File: src/source/vita_pkg.sv
package vita_pkg;

   // parser states, one per packet word type plus the store cycle
   typedef enum logic [3:0] {
      HEADER   = 4'd0,
      STREAMID = 4'd1,
      CLASSID  = 4'd2,
      CLASSID2 = 4'd3,
      SECS     = 4'd4,
      TICS     = 4'd5,
      TICS2    = 4'd6,
      PAYLOAD  = 4'd7,
      STORE    = 4'd8,
      TRAILER  = 4'd9
   } vita_state_e;

   localparam int MAX_CHAN = 4;        // channels per sample vector

   // flags + seqnum + time + samples
   localparam int ENTRY_W = 5 + 16 + 64 + 32 * MAX_CHAN;

   localparam logic [7:0] NUMCHAN_ADDR = 8'd0;

   localparam int FIFO_DEPTH = 4;

   // field positions inside one fifo entry
   localparam int TIME_LSB    = 0;     // 64 bits, secs in the upper half
   localparam int SEQ_LSB     = 64;    // 16 bits, only the low 4 carry the seqnum
   localparam int EOP_BIT     = 80;
   localparam int EOB_BIT     = 81;
   localparam int SOB_BIT     = 82;
   localparam int SEND_AT_BIT = 83;
   localparam int SEQERR_BIT  = 84;
   localparam int SAMPLE_LSB  = 85;    // channel 0 first

   // header word layout
   localparam int HDR_TYPE_MSB  = 31;
   localparam int HDR_CLASS_BIT = 27;
   localparam int HDR_TRL_BIT   = 26;
   localparam int HDR_SOB_BIT   = 25;
   localparam int HDR_EOB_BIT   = 24;
   localparam int HDR_TSI_LSB   = 22;
   localparam int HDR_TSF_LSB   = 20;
   localparam int HDR_SEQ_LSB   = 16;
   localparam int EOF_BIT       = 33;

endpackage
File: src/source/vita_tx_deframer.sv
`timescale 1ns/1ps

module vita_tx_deframer (
   input  logic                         clk,
   input  logic                         rst_n_i,
   input  logic                         clear_i,
   input  logic                         set_stb_i,
   input  logic [7:0]                   set_addr_i,
   input  logic [31:0]                  set_data_i,
   input  logic [35:0]                  in_data_i,
   input  logic                         in_valid_i,
   output logic                         in_ready_o,
   output logic [vita_pkg::ENTRY_W-1:0] out_entry_o,
   output logic                         out_valid_o,
   input  logic                         out_ready_i
);

   vita_pkg::vita_state_e        state;
   logic                         wr;
   logic                         fifo_space;
   logic                         in_take;   // word actually transferred
   logic [1:0]                   phase;
   logic                         vec_done;
   logic                         last_vec;
   logic                         hdr_streamid;
   logic                         hdr_classid;
   logic                         hdr_secs;
   logic                         hdr_tics;
   logic                         has_streamid;
   logic                         has_classid;
   logic                         has_secs;
   logic                         has_tics;
   logic                         has_trailer;
   logic [15:0]                  hdr_len;
   logic [vita_pkg::ENTRY_W-1:0] entry;

   assign in_take = in_valid_i & in_ready_o;

   vita_hdr_fsm u_fsm (
      .clk            (clk),
      .rst_n_i        (rst_n_i),
      .clear_i        (clear_i),
      .in_valid_i     (in_valid_i),
      .has_streamid_i (has_streamid),
      .has_classid_i  (has_classid),
      .has_secs_i     (has_secs),
      .has_tics_i     (has_tics),
      .has_trailer_i  (has_trailer),
      .hdr_streamid_i (hdr_streamid),
      .hdr_classid_i  (hdr_classid),
      .hdr_secs_i     (hdr_secs),
      .hdr_tics_i     (hdr_tics),
      .vec_done_i     (vec_done),
      .last_vec_i     (last_vec),
      .fifo_space_i   (fifo_space),
      .state_o        (state),
      .wr_o           (wr),
      .in_ready_o     (in_ready_o)
   );

   vita_len_counter u_cnt (
      .clk        (clk),
      .rst_n_i    (rst_n_i),
      .set_stb_i  (set_stb_i),
      .set_addr_i (set_addr_i),
      .set_data_i (set_data_i),
      .state_i    (state),
      .in_valid_i (in_take),
      .in_data_i  (in_data_i),
      .hdr_len_i  (hdr_len),
      .phase_o    (phase),
      .vec_done_o (vec_done),
      .last_vec_o (last_vec)
   );

   vita_sample_packer u_pack (
      .clk            (clk),
      .rst_n_i        (rst_n_i),
      .clear_i        (clear_i),
      .state_i        (state),
      .phase_i        (phase),
      .in_valid_i     (in_take),
      .in_data_i      (in_data_i),
      .last_vec_i     (last_vec),
      .hdr_streamid_o (hdr_streamid),
      .hdr_classid_o  (hdr_classid),
      .hdr_secs_o     (hdr_secs),
      .hdr_tics_o     (hdr_tics),
      .has_streamid_o (has_streamid),
      .has_classid_o  (has_classid),
      .has_secs_o     (has_secs),
      .has_tics_o     (has_tics),
      .has_trailer_o  (has_trailer),
      .hdr_len_o      (hdr_len),
      .entry_o        (entry)
   );

   vita_sample_fifo u_fifo (
      .clk        (clk),
      .rst_n_i    (rst_n_i),
      .clear_i    (clear_i),
      .wr_i       (wr),
      .wr_data_i  (entry),
      .rd_ready_i (out_ready_i),
      .space_o    (fifo_space),
      .rd_data_o  (out_entry_o),
      .rd_valid_o (out_valid_o)
   );

endmodule

File: src/source/vita_sample_fifo.sv
`timescale 1ns/1ps

module vita_sample_fifo (
   input  logic                         clk,
   input  logic                         rst_n_i,
   input  logic                         clear_i,
   input  logic                         wr_i,
   input  logic [vita_pkg::ENTRY_W-1:0] wr_data_i,
   input  logic                         rd_ready_i,
   output logic                         space_o,
   output logic [vita_pkg::ENTRY_W-1:0] rd_data_o,
   output logic                         rd_valid_o
);

   logic [vita_pkg::ENTRY_W-1:0]            mem_q [vita_pkg::FIFO_DEPTH];
   logic [$clog2(vita_pkg::FIFO_DEPTH)-1:0] wr_ptr_q;
   logic [$clog2(vita_pkg::FIFO_DEPTH)-1:0] rd_ptr_q;
   logic [$clog2(vita_pkg::FIFO_DEPTH):0]   count_q;
   logic                                    rd;

   assign space_o    = (count_q != vita_pkg::FIFO_DEPTH);
   assign rd_valid_o = (count_q != '0);
   assign rd_data_o  = mem_q[rd_ptr_q];
   assign rd         = rd_valid_o && rd_ready_i;

   always_ff @(posedge clk)
   begin
      if (wr_i)
         mem_q[wr_ptr_q] <= wr_data_i;
   end

   // depth is a power of two, pointers wrap on their own
   always_ff @(posedge clk or negedge rst_n_i)
   begin
      if (!rst_n_i)
      begin
         wr_ptr_q <= '0;
         rd_ptr_q <= '0;
         count_q  <= '0;
      end
      else if (clear_i)
      begin
         wr_ptr_q <= '0;
         rd_ptr_q <= '0;
         count_q  <= '0;
      end
      else
      begin
         if (wr_i)
            wr_ptr_q <= wr_ptr_q + 1'b1;
         if (rd)
            rd_ptr_q <= rd_ptr_q + 1'b1;
         case ({wr_i, rd})
            2'b10:   count_q <= count_q + 1'b1;
            2'b01:   count_q <= count_q - 1'b1;
            default: count_q <= count_q;
         endcase
      end
   end

   a_no_overflow: assert property (@(posedge clk) disable iff (!rst_n_i)
      wr_i |-> (count_q != vita_pkg::FIFO_DEPTH))
      else $error("write into a full sample fifo");

endmodule

File: src/source/vita_sample_packer.sv
`timescale 1ns/1ps

module vita_sample_packer (
   input  logic                         clk,
   input  logic                         rst_n_i,
   input  logic                         clear_i,
   input  vita_pkg::vita_state_e        state_i,
   input  logic [1:0]                   phase_i,
   input  logic                         in_valid_i,
   input  logic [35:0]                  in_data_i,
   input  logic                         last_vec_i,
   output logic                         hdr_streamid_o,
   output logic                         hdr_classid_o,
   output logic                         hdr_secs_o,
   output logic                         hdr_tics_o,
   output logic                         has_streamid_o,
   output logic                         has_classid_o,
   output logic                         has_secs_o,
   output logic                         has_tics_o,
   output logic                         has_trailer_o,
   output logic [15:0]                  hdr_len_o,
   output logic [vita_pkg::ENTRY_W-1:0] entry_o
);

   logic        hdr_take;
   logic        sob_q;
   logic        eob_q;
   logic [3:0]  seq_q;
   logic        seq_err_q;
   logic [3:0]  seq_in;
   logic [63:0] time_q;
   logic [31:0] samp_q [vita_pkg::MAX_CHAN];

   // decodes of whatever word is on the bus
   assign hdr_streamid_o = (in_data_i[vita_pkg::HDR_TYPE_MSB -: 4] == 4'b0001);
   assign hdr_classid_o  = in_data_i[vita_pkg::HDR_CLASS_BIT];
   assign hdr_secs_o     = (in_data_i[vita_pkg::HDR_TSI_LSB +: 2] != 2'b00);
   assign hdr_tics_o     = (in_data_i[vita_pkg::HDR_TSF_LSB +: 2] != 2'b00);
   assign seq_in         = in_data_i[vita_pkg::HDR_SEQ_LSB +: 4];

   assign hdr_take = (state_i == vita_pkg::HEADER) && in_valid_i;

   always_ff @(posedge clk or negedge rst_n_i)
   begin
      if (!rst_n_i)
      begin
         {has_streamid_o, has_classid_o, has_secs_o, has_tics_o} <= 4'd0;
         {has_trailer_o, sob_q, eob_q} <= 3'd0;
         seq_q     <= 4'hf;
         seq_err_q <= 1'b0;
      end
      else if (clear_i)
      begin
         seq_q     <= 4'hf;  // next packet with seqnum 0 is in order
         seq_err_q <= 1'b0;
      end
      else if (hdr_take)
      begin
         has_streamid_o <= hdr_streamid_o;
         has_classid_o  <= hdr_classid_o;
         has_secs_o     <= hdr_secs_o;
         has_tics_o     <= hdr_tics_o;
         has_trailer_o  <= in_data_i[vita_pkg::HDR_TRL_BIT];
         sob_q          <= in_data_i[vita_pkg::HDR_SOB_BIT];
         eob_q          <= in_data_i[vita_pkg::HDR_EOB_BIT];
         seq_q          <= seq_in;
         seq_err_q      <= (seq_in != seq_q + 4'd1);
      end
   end

   // header, streamid, classid pair, secs, tics pair, trailer
   assign hdr_len_o = 16'd1 + {15'd0, has_streamid_o} + {14'd0, has_classid_o, 1'b0}
                      + {15'd0, has_secs_o} + {14'd0, has_tics_o, 1'b0} + {15'd0, has_trailer_o};

   always_ff @(posedge clk)
   begin
      if (state_i == vita_pkg::HEADER)
         time_q <= 64'd0;
      else if (in_valid_i && (state_i == vita_pkg::SECS))
         time_q[63:32] <= in_data_i[31:0];
      else if (in_valid_i && (state_i == vita_pkg::TICS2))
         time_q[31:0] <= in_data_i[31:0];  // upper tics word is ignored
      if (in_valid_i && (state_i == vita_pkg::PAYLOAD))
         samp_q[phase_i] <= in_data_i[31:0];
   end

   always_comb
   begin
      entry_o = '0;
      entry_o[vita_pkg::TIME_LSB +: 64]  = time_q;
      entry_o[vita_pkg::SEQ_LSB +: 16]   = {12'd0, seq_q};
      entry_o[vita_pkg::EOP_BIT]         = last_vec_i;
      entry_o[vita_pkg::EOB_BIT]         = eob_q;
      entry_o[vita_pkg::SOB_BIT]         = sob_q;
      entry_o[vita_pkg::SEND_AT_BIT]     = has_secs_o;
      entry_o[vita_pkg::SEQERR_BIT]      = seq_err_q;
      for (int i = 0; i < vita_pkg::MAX_CHAN; i++)
         entry_o[vita_pkg::SAMPLE_LSB + 32 * i +: 32] = samp_q[i];
   end

   // no timestamp words, so the time stays cleared from the header
   a_zero_time: assert property (@(posedge clk) disable iff (!rst_n_i)
      ((state_i == vita_pkg::PAYLOAD) && !has_secs_o && !has_tics_o) |-> (time_q == 64'd0))
      else $error("stale timestamp in a packet without one");

endmodule

File: src/source/vita_len_counter.sv
`timescale 1ns/1ps

module vita_len_counter (
   input  logic                  clk,
   input  logic                  rst_n_i,
   input  logic                  set_stb_i,
   input  logic [7:0]            set_addr_i,
   input  logic [31:0]           set_data_i,
   input  vita_pkg::vita_state_e state_i,
   input  logic                  in_valid_i,
   input  logic [35:0]           in_data_i,
   input  logic [15:0]           hdr_len_i,
   output logic [1:0]            phase_o,
   output logic                  vec_done_o,
   output logic                  last_vec_o
);

   logic [1:0]  numchan_q;   // channels minus one
   logic [15:0] remain_q;    // words left, header words included
   logic        eof_q;
   logic        pay_word;

   always_ff @(posedge clk or negedge rst_n_i)
   begin
      if (!rst_n_i)
         numchan_q <= 2'd0;
      else if (set_stb_i && (set_addr_i == vita_pkg::NUMCHAN_ADDR))
         numchan_q <= set_data_i[1:0];
   end

   assign pay_word   = (state_i == vita_pkg::PAYLOAD) && in_valid_i;
   assign vec_done_o = (phase_o == numchan_q);

   always_ff @(posedge clk or negedge rst_n_i)
   begin
      if (!rst_n_i)
      begin
         remain_q <= 16'd0;
         phase_o  <= 2'd0;
         eof_q    <= 1'b0;
      end
      else if (state_i == vita_pkg::HEADER)
      begin
         phase_o <= 2'd0;
         eof_q   <= 1'b0;
         if (in_valid_i)
            remain_q <= in_data_i[15:0];  // packet length field
      end
      else if (pay_word)
      begin
         if (in_data_i[vita_pkg::EOF_BIT])
            eof_q <= 1'b1;
         if (vec_done_o)
         begin
            phase_o  <= 2'd0;
            remain_q <= remain_q - ({14'd0, numchan_q} + 16'd1);  // one whole vector
         end
         else
            phase_o <= phase_o + 2'd1;
      end
   end

   // only header and trailer words left, or the frame ended early
   assign last_vec_o = eof_q || (remain_q == hdr_len_i);

   a_store_phase: assert property (@(posedge clk) disable iff (!rst_n_i)
      (state_i == vita_pkg::STORE) |-> (phase_o == 2'd0))
      else $error("store entered with a partial vector");

endmodule

File: src/source/vita_hdr_fsm.sv
`timescale 1ns/1ps

module vita_hdr_fsm (
   input  logic                  clk,
   input  logic                  rst_n_i,
   input  logic                  clear_i,
   input  logic                  in_valid_i,
   input  logic                  has_streamid_i,
   input  logic                  has_classid_i,
   input  logic                  has_secs_i,
   input  logic                  has_tics_i,
   input  logic                  has_trailer_i,
   input  logic                  hdr_streamid_i,
   input  logic                  hdr_classid_i,
   input  logic                  hdr_secs_i,
   input  logic                  hdr_tics_i,
   input  logic                  vec_done_i,
   input  logic                  last_vec_i,
   input  logic                  fifo_space_i,
   output vita_pkg::vita_state_e state_o,
   output logic                  wr_o,
   output logic                  in_ready_o
);

   vita_pkg::vita_state_e state_q;
   vita_pkg::vita_state_e state_d;
   logic                  pay_rdy_q;  // second cycle of a payload word
   logic                  take;

   // first optional word still ahead, else payload
   function automatic vita_pkg::vita_state_e next_opt(
      input logic classid,
      input logic secs,
      input logic tics
   );
      if (classid)
         return vita_pkg::CLASSID;
      else if (secs)
         return vita_pkg::SECS;
      else if (tics)
         return vita_pkg::TICS;
      else
         return vita_pkg::PAYLOAD;
   endfunction

   // one bubble per payload word, and no accept while a full fifo blocks the store
   always_comb
   begin
      if (state_q == vita_pkg::PAYLOAD)
         in_ready_o = pay_rdy_q;
      else
         in_ready_o = !((state_q == vita_pkg::STORE) && !fifo_space_i);
   end

   assign take = in_valid_i & in_ready_o;

   always_comb
   begin
      state_d = state_q;
      if (state_q == vita_pkg::STORE)
      begin
         if (fifo_space_i)
         begin
            if (!last_vec_i)
               state_d = vita_pkg::PAYLOAD;
            else if (has_trailer_i)
               state_d = vita_pkg::TRAILER;
            else
               state_d = vita_pkg::HEADER;
         end
      end
      else if (take)
      begin
         case (state_q)
            vita_pkg::HEADER:        // registered flags not yet valid here
               if (hdr_streamid_i)
                  state_d = vita_pkg::STREAMID;
               else
                  state_d = next_opt(hdr_classid_i, hdr_secs_i, hdr_tics_i);
            vita_pkg::STREAMID: state_d = next_opt(has_classid_i, has_secs_i, has_tics_i);
            vita_pkg::CLASSID:  state_d = vita_pkg::CLASSID2;
            vita_pkg::CLASSID2: state_d = next_opt(1'b0, has_secs_i, has_tics_i);
            vita_pkg::SECS:     state_d = next_opt(1'b0, 1'b0, has_tics_i);
            vita_pkg::TICS:     state_d = vita_pkg::TICS2;
            vita_pkg::TICS2:    state_d = vita_pkg::PAYLOAD;
            vita_pkg::PAYLOAD:
               if (vec_done_i)
                  state_d = vita_pkg::STORE;
            vita_pkg::TRAILER:  state_d = vita_pkg::HEADER;  // trailer dropped
            default:            state_d = vita_pkg::HEADER;
         endcase
      end
   end

   always_ff @(posedge clk or negedge rst_n_i)
   begin
      if (!rst_n_i)
      begin
         state_q   <= vita_pkg::HEADER;
         pay_rdy_q <= 1'b0;
      end
      else if (clear_i)
      begin
         state_q   <= vita_pkg::HEADER;
         pay_rdy_q <= 1'b0;
      end
      else
      begin
         state_q   <= state_d;
         pay_rdy_q <= (state_q == vita_pkg::PAYLOAD) && !take;
      end
   end

   assign state_o = state_q;
   assign wr_o    = (state_q == vita_pkg::STORE) && fifo_space_i;

   // one write per stored vector
   a_wr_single: assert property (@(posedge clk) disable iff (!rst_n_i)
      wr_o |=> !wr_o)
      else $error("two fifo writes for one vector");

endmodule

File: config.mk
export PLATFORM = sky130hd
export DESIGN_NAME = vita_tx_deframer
export DESIGN_NICKNAME = d
export VERILOG_FILES = /design/src/source/vita_pkg.sv /design/src/source/vita_tx_deframer.sv /design/src/source/vita_sample_fifo.sv /design/src/source/vita_sample_packer.sv /design/src/source/vita_len_counter.sv /design/src/source/vita_hdr_fsm.sv
export SDC_FILE = /design/constraint.sdc
export NUM_CORES = 1
export LEC_CHECK = 0
export ABC_AREA = 1
export BUFFER_PORTS_ARGS = -buffer_cell sky130_fd_sc_hd__buf_4
export CAP_MARGIN = 30
export CORE_ASPECT_RATIO = 0.7
export CORE_MARGIN = 2
export CORE_UTILIZATION = 40
export CTS_CLUSTER_SIZE = 14
export DETAILED_ROUTE_END_ITERATION = 7
export GPL_ROUTABILITY_DRIVEN = 0
export PLACE_DENSITY_LB_ADDON = 0.3
export REMOVE_ABC_BUFFERS = 1
export SYNTH_ARGS = -nofsm -noshare
export SYNTH_HDL_FRONTEND = slang
export SYNTH_SLANG_ARGS = --single-unit
File: constraint.sdc
create_clock -name clk -period 9.6 [get_ports clk]
set_input_delay 1.44 -clock clk [delete_from_list [all_inputs] [get_ports clk]]
set_output_delay 1.44 -clock clk [all_outputs]
set_load 0.05 [all_outputs]
# Word-level counts from Yosys, hierarchy flattened
# Memory sizes are Yosys's and may differ from the RTL's.
# Cells that the tools add are included.
# word_totals
mem_bits_rw,932
input_bits,82
memories,2
ff_bits,109
# memory_table
name,depth,word_bits,read_ports,rd_ports_with_merged_regs,wr,line,text
u_fifo.mem_q,4,201,1,0,1,vita_sample_fifo.sv:15,logic [vita_pkg::ENTRY_W-1:0] mem_q [vita_pkg::FIFO_DEPTH];
u_pack.samp_q,4,32,4,0,1,vita_sample_packer.sv:32,logic [31:0] samp_q [vita_pkg::MAX_CHAN];
# classes
reduce_logical,31
eq_ne,18
addsub,13
bitwise_logic,3
mux,41
# op_table
cell,count
16-bit 2-to-1 mux,4
4-bit 2-to-1 mux,14
16-bit by 1-bit adder with 16-bit output,2
16-bit by 2-bit adder with 16-bit output,2
4-bit case mux with 8 select lines,1
2-bit 2-to-1 mux,9
16-bit == test,1
"4-bit by 3-bit == test with 1-bit output, second input constant",4
2-bit nonzero test,8
16-bit subtractor,1
1-bit 2-to-1 mux,11
1-bit logical AND,9
3-bit nonzero test,3
"4-bit by 1-bit == test with 1-bit output, second input constant",2
"4-bit by 2-bit == test with 1-bit output, second input constant",2
8-bit logical NOT,1
"2-bit by 1-bit adder with 2-bit output, second input constant",3
3-bit case mux with 2 select lines,1
2-bit AND reduction,3
3-bit AND reduction,2
"4-bit by 1-bit adder with 4-bit output, second input constant",1
"4-bit == test, second input constant",1
4-bit logical NOT,1
"4-bit by 3-bit inequality test with 1-bit output, second input constant",1
other kinds (16),19

# Depth between registers and ports, before layout
# depth
ltp_word,11
ltp_mapped,16
mapped_depth_nobuf,16

# By module
# A second synthesis with hierarchy kept.
# hier_totals
hier_cells,3057
hier_area_um2,41342.2
# modules_own_cells
module,seq_area_each_um2,area_per_inst_um2,cells_per_inst,n_inst
vita_sample_fifo,25759.7,31841.8,2125,1
vita_sample_packer,5430.2,7194.4,559,1
vita_len_counter,525.5,1773.0,287,1
vita_hdr_fsm,125.1,525.5,84,1
vita_tx_deframer,0.0,7.5,2,1

# Worst setup path after synthesis
# Ideal clock, no wire load.
# synth_timing
path_type,reg2reg
startpoint,register u_fsm.state_q[1] (netlist: u_fsm.state_o[1])
endpoint,memory u_fifo.mem_q[0][0] (netlist bit) (enable)
synth_period_minus_slack_ns,10.033
path_slack_ns,-0.433
path_buffers,0
t_arrival_ns,9.267
path_stages_with_launch,6
t_required_ns,8.833
cell_sequence,dfrtp_1 -> inv_1 -> nand2_2 -> nor2_4 -> o21ai_1 -> nor2_1
# synth_between
elab_chain_len,4
# synth_rtl
element,line,text
from (decl),vita_hdr_fsm.sv:25,vita_pkg::vita_state_e state_q;
from (signal assigned),vita_hdr_fsm.sv:99,state_q <= vita_pkg::HEADER;
from (signal assigned),vita_hdr_fsm.sv:104,state_q <= vita_pkg::HEADER;
from (signal assigned),vita_hdr_fsm.sv:109,state_q <= state_d;
4-bit == test,vita_hdr_fsm.sv:115,assign wr_o = (state_q == vita_pkg::STORE) && fifo_space_i;
1-bit logical AND,vita_hdr_fsm.sv:115,
1-bit 2-to-1 mux,vita_sample_fifo.sv:28,if (wr_i)
1-bit 2-to-1 mux (not written as such),vita_sample_fifo.sv:29,mem_q[wr_ptr_q] <= wr_data_i;
to (decl),vita_sample_fifo.sv:15,
# Every way passes these cells.

# Worst setup path in the final report
# layout_timing
startpoint,register u_fifo.rd_ptr_q[0] (netlist bit)
endpoint,output out_entry_o[14] (netlist bit)
# layout_between
elab_chain_len,1
# layout_rtl
element,line,text
from (decl),vita_sample_fifo.sv:17,logic [$clog2(vita_pkg::FIFO_DEPTH)-1:0] rd_ptr_q;
from (signal assigned),vita_sample_fifo.sv:52,rd_ptr_q <= rd_ptr_q + 1'b1;
memory read 4 x 201 bit,--,
to (decl),vita_tx_deframer.sv:13,"output logic [vita_pkg::ENTRY_W-1:0] out_entry_o,"
# Every way passes these cells.

==> results.md <==
- Hold Violations, Final: 0
- Final setup viols: 0
- Fin. max-slew vios: 0
- Antenna viol nets, final: 0
- Vias in the first global route: between 20000 and 25000
- Vias: 23400
- Met3 usage: between 4 and 5%
- Warnings from Yosys: 0
- Total core area: approximately 96000 µm²
- Residual DRC: 0
- CP endpoint kind: output pin
- Critical Path Most Common Cell: buf_4
- Period minus WS final: approximately 5.4 ns
- Asr flop ratio synth: 4.32%
- Post-cts gate resize count: 0
- GR Overflow Total: 0
- Int Power: 0.00802 W
- PwrDens: ~260 nW/µm²
- Netlist cell types: 40
- Largest net degree at the start of global routing: 169
- Cell Rows: 95
- Die ar.: 99900 µm²
- Slowest-stage cell, CP: dfrtp_4
- CTS Sinks: about 1000
- Synth Area per Inst: 13.7 µm²
- Cell area after synthesis: slightly below 40000 µm²
- Die Y: 265 µm
- Clock power share: 32.3%
- Global-route wire length before repair: about 140000 µm
- Fmax: around 0.18 GHz
- Leakage: 15.8 nW
- Synth Register Bits: around 1000
- Detailed placement HPWL: slightly above 50000 µm
- Initial antenna violation count: 6
- Die width: approximately 380 µm
- Layout Area Growth over Synthesis: 17.1%
- Most frequent cells in the layout: 932 x edfxtp_1, 461 x nor2_1, 426 x o21ai_0
- Critical Path RT: 8.16 ns
- Crit start category: flop
- Port bufs: 251
- Overall Global Routing Usage: 19.1%
- I/O pin count: between 200 and 300
- Flop pwr share: roughly 43%
- Cells after Synth: approximately 2800
- Worst slew pin tran: just under 1 ns
- Root Driver: clkbuf_16
- Commonest non-fill, non-tap cell in the layout: edfxtp_1
- Sw frac: 33.4%
- Avg WL per Cell: approximately 22 µm
- Share of cells above drive strength 1: ~16%
- Sequential fraction of the synthesis area: roughly 78%
- GRT busiest layer: met2
- TritonCTS clock tree: done
- Worst skew pair latency: ~0.7 ns
- Peak VDD IR: ~190 µV
- Setup bufs post-CTS: 0
- Worst slew margin: 33.8%
- Kind of critical path: flop to output pin
- Switch Pwr: between 0.004 and 0.005 W
- Most used flip-flop cell after synthesis: edfxtp_1
- Met2 Use GR: slightly below 30%
- GR Util met1: between 20% and 30%
- Worst reg2reg path depth: 9
- HP Class: flop to flop
- Post-synth EDFFs: around 930
- Ordered cell list for the critical path: buf_4, buf_16, buf_4, o21ai_0, o22ai_1, buf_4
- Worst path max stage delay: 0.94 ns
- Clock slew seen by the registers of the worst setup and hold paths: approximately 0.070 ns
- Number of DRC markers in iteration 0: between 1500 and 2000
- Status: finished, final reports clean
- Vias per std cell: approximately 5.3
- Max-Cap Viols: 0
- Clock Path Buffers: 3
- Pwr Total: around 0.012 W
- Final period util: between 50% and 60%
- TritonRoute pass-1 iters: 5
- WL final: about 97000 µm
- Skew final: between 0.02 and 0.025 ns
- Fin cells: 4422
- Crit-path max FO: 88
- Combinational power share: approximately a quarter
- Placed cell count: roughly 4200
- CTS H-Tree Depth: 3
- Worst Path Arrival: approximately 4 ns
- Hold path cells: 0
- Nets@finish: 3175
- Starting density of the core: about two fifths
- Unrepaired setup endpoints after global routing: no
- Post-CTS Hold Buffers: 0
- Total CTS buffers: 99
==> area by class of cell <==
class / count / area, µm²
clock buffers: 136 / 2750
inverters: 78 / 308
fillers: 8423 / 50700
flip-flops and latches: 1041 / 30400
well taps: 1261 / 1580
multi-input cells: 1555 / 7610
repair buffers: 299 / 2440
diodes: 1 / 2.50
clock inverters: 51 / 500
==> Yosys cell counts, drive strengths merged, types with 2 or more instances <==
cell    instances  share of area [%]
ha             15               0.48
clkinv          2              0.019
a21oi          73               0.94
dfstp           4               0.27
xnor2           5               0.11
nand4          36               0.58
dfrtp          41                2.6
fa              4               0.21
nor3            6              0.077
o21ai         438                5.6
nor2          477                4.7
buf            36               0.59
clkbuf        143                1.4
edfxtp        932                 72
nand3          66               0.89
inv            76               0.74
nand2         199                1.9
o22ai         202                3.2
or2             9               0.14
dfxtp          64                3.3
a31oi           2              0.032
xor2            5               0.11
==> layer usage <==
metal / routed length [µm] / share of wire [%]
met5: 61 / 0.063
met4: 2410 / 2.5
met3: 6390 / 6.6
met2: 43600 / 45
met1: 44400 / 46
==> logic make-up after synthesis <==
logic type	Yosys count	share of synthesized area (%)
DFF	1041	78.0
and+or+nand+nor	795	8.38
AOI/OAI and AO/OA	719	9.92
buffers and inverters	257	2.73
adders and majority gates	19	0.687
xor gates and xnor gates	10	0.225
other	1	0.00963
==> power by group through the flow <==
stage / logic, W / clock network, W / registers [W]
floorplan: 0.00190 / 0 / 0.00534
global placement: 0.00291 / 0 / 0.00531
detailed placement: 0.00294 / 0 / 0.00532
CTS: 0.00294 / 0.00400 / 0.00522
global route: 0.00316 / 0.00416 / 0.00524
finish: 0.00293 / 0.00389 / 0.00522
==> path summary, 6_finish.rpt <==
path / from / to / slack (ns)
setup / recovery: u_fifo.rd_ptr_q[0] / out_entry_o[14] / 4.17
hold / removal: u_pack.samp_q[0][7] / u_fifo.mem_q[0][80] / 0.49
setup reg to reg: u_fsm.state_o[1] / u_fifo.mem_q[1][128] / 5.96
hold reg to reg: u_pack.samp_q[0][7] / u_fifo.mem_q[0][80] / 0.49
max in group asynchronous: rst_n_i / u_fifo.rd_ptr_q[1] / 8.26
min in group asynchronous: rst_n_i / u_pack.sob_q / 0.79
==> stage by stage <==
stage	cell area [µm²]	hold WS [ns]	TNS (ns)	util, %	setup slack, ns
3_3_place_gp	42100	0.473	0	43.7	4.49
5_1_grt	45600	0.498	0	47.4	3.85
2_1_floorplan	38200	0.459	-1630.78	-	-6.33
6_report	45600	0.492	0	47.4	4.17
4_1_cts	45400	0.491	0	47.2	3.71
3_5_place_dp	42200	0.478	0	43.8	4.47
==> sequential cells by signal (all words and copies together) (netlist names), 2 cells and up <==
signal and cells:
u_fifo.count_q 3, u_pack.seq_q 4, u_pack.samp_q 128, u_fifo.wr_ptr_q 2
u_cnt.numchan_q 2, u_cnt.remain_q 16, u_fsm.state_o 4, u_cnt.phase_o 2
u_fifo.rd_ptr_q 2, u_pack.time_q 64, u_fifo.mem_q 804
==> worst max-delay path, delay by kind of cell (launching register included) <==
kind,cells,cell delay [ns]
buffers and inverters,4,1.65
flip-flops,1,0.94
AO/OA/AOI/OAI,2,0.57
(Power assumes the default switching activity.)
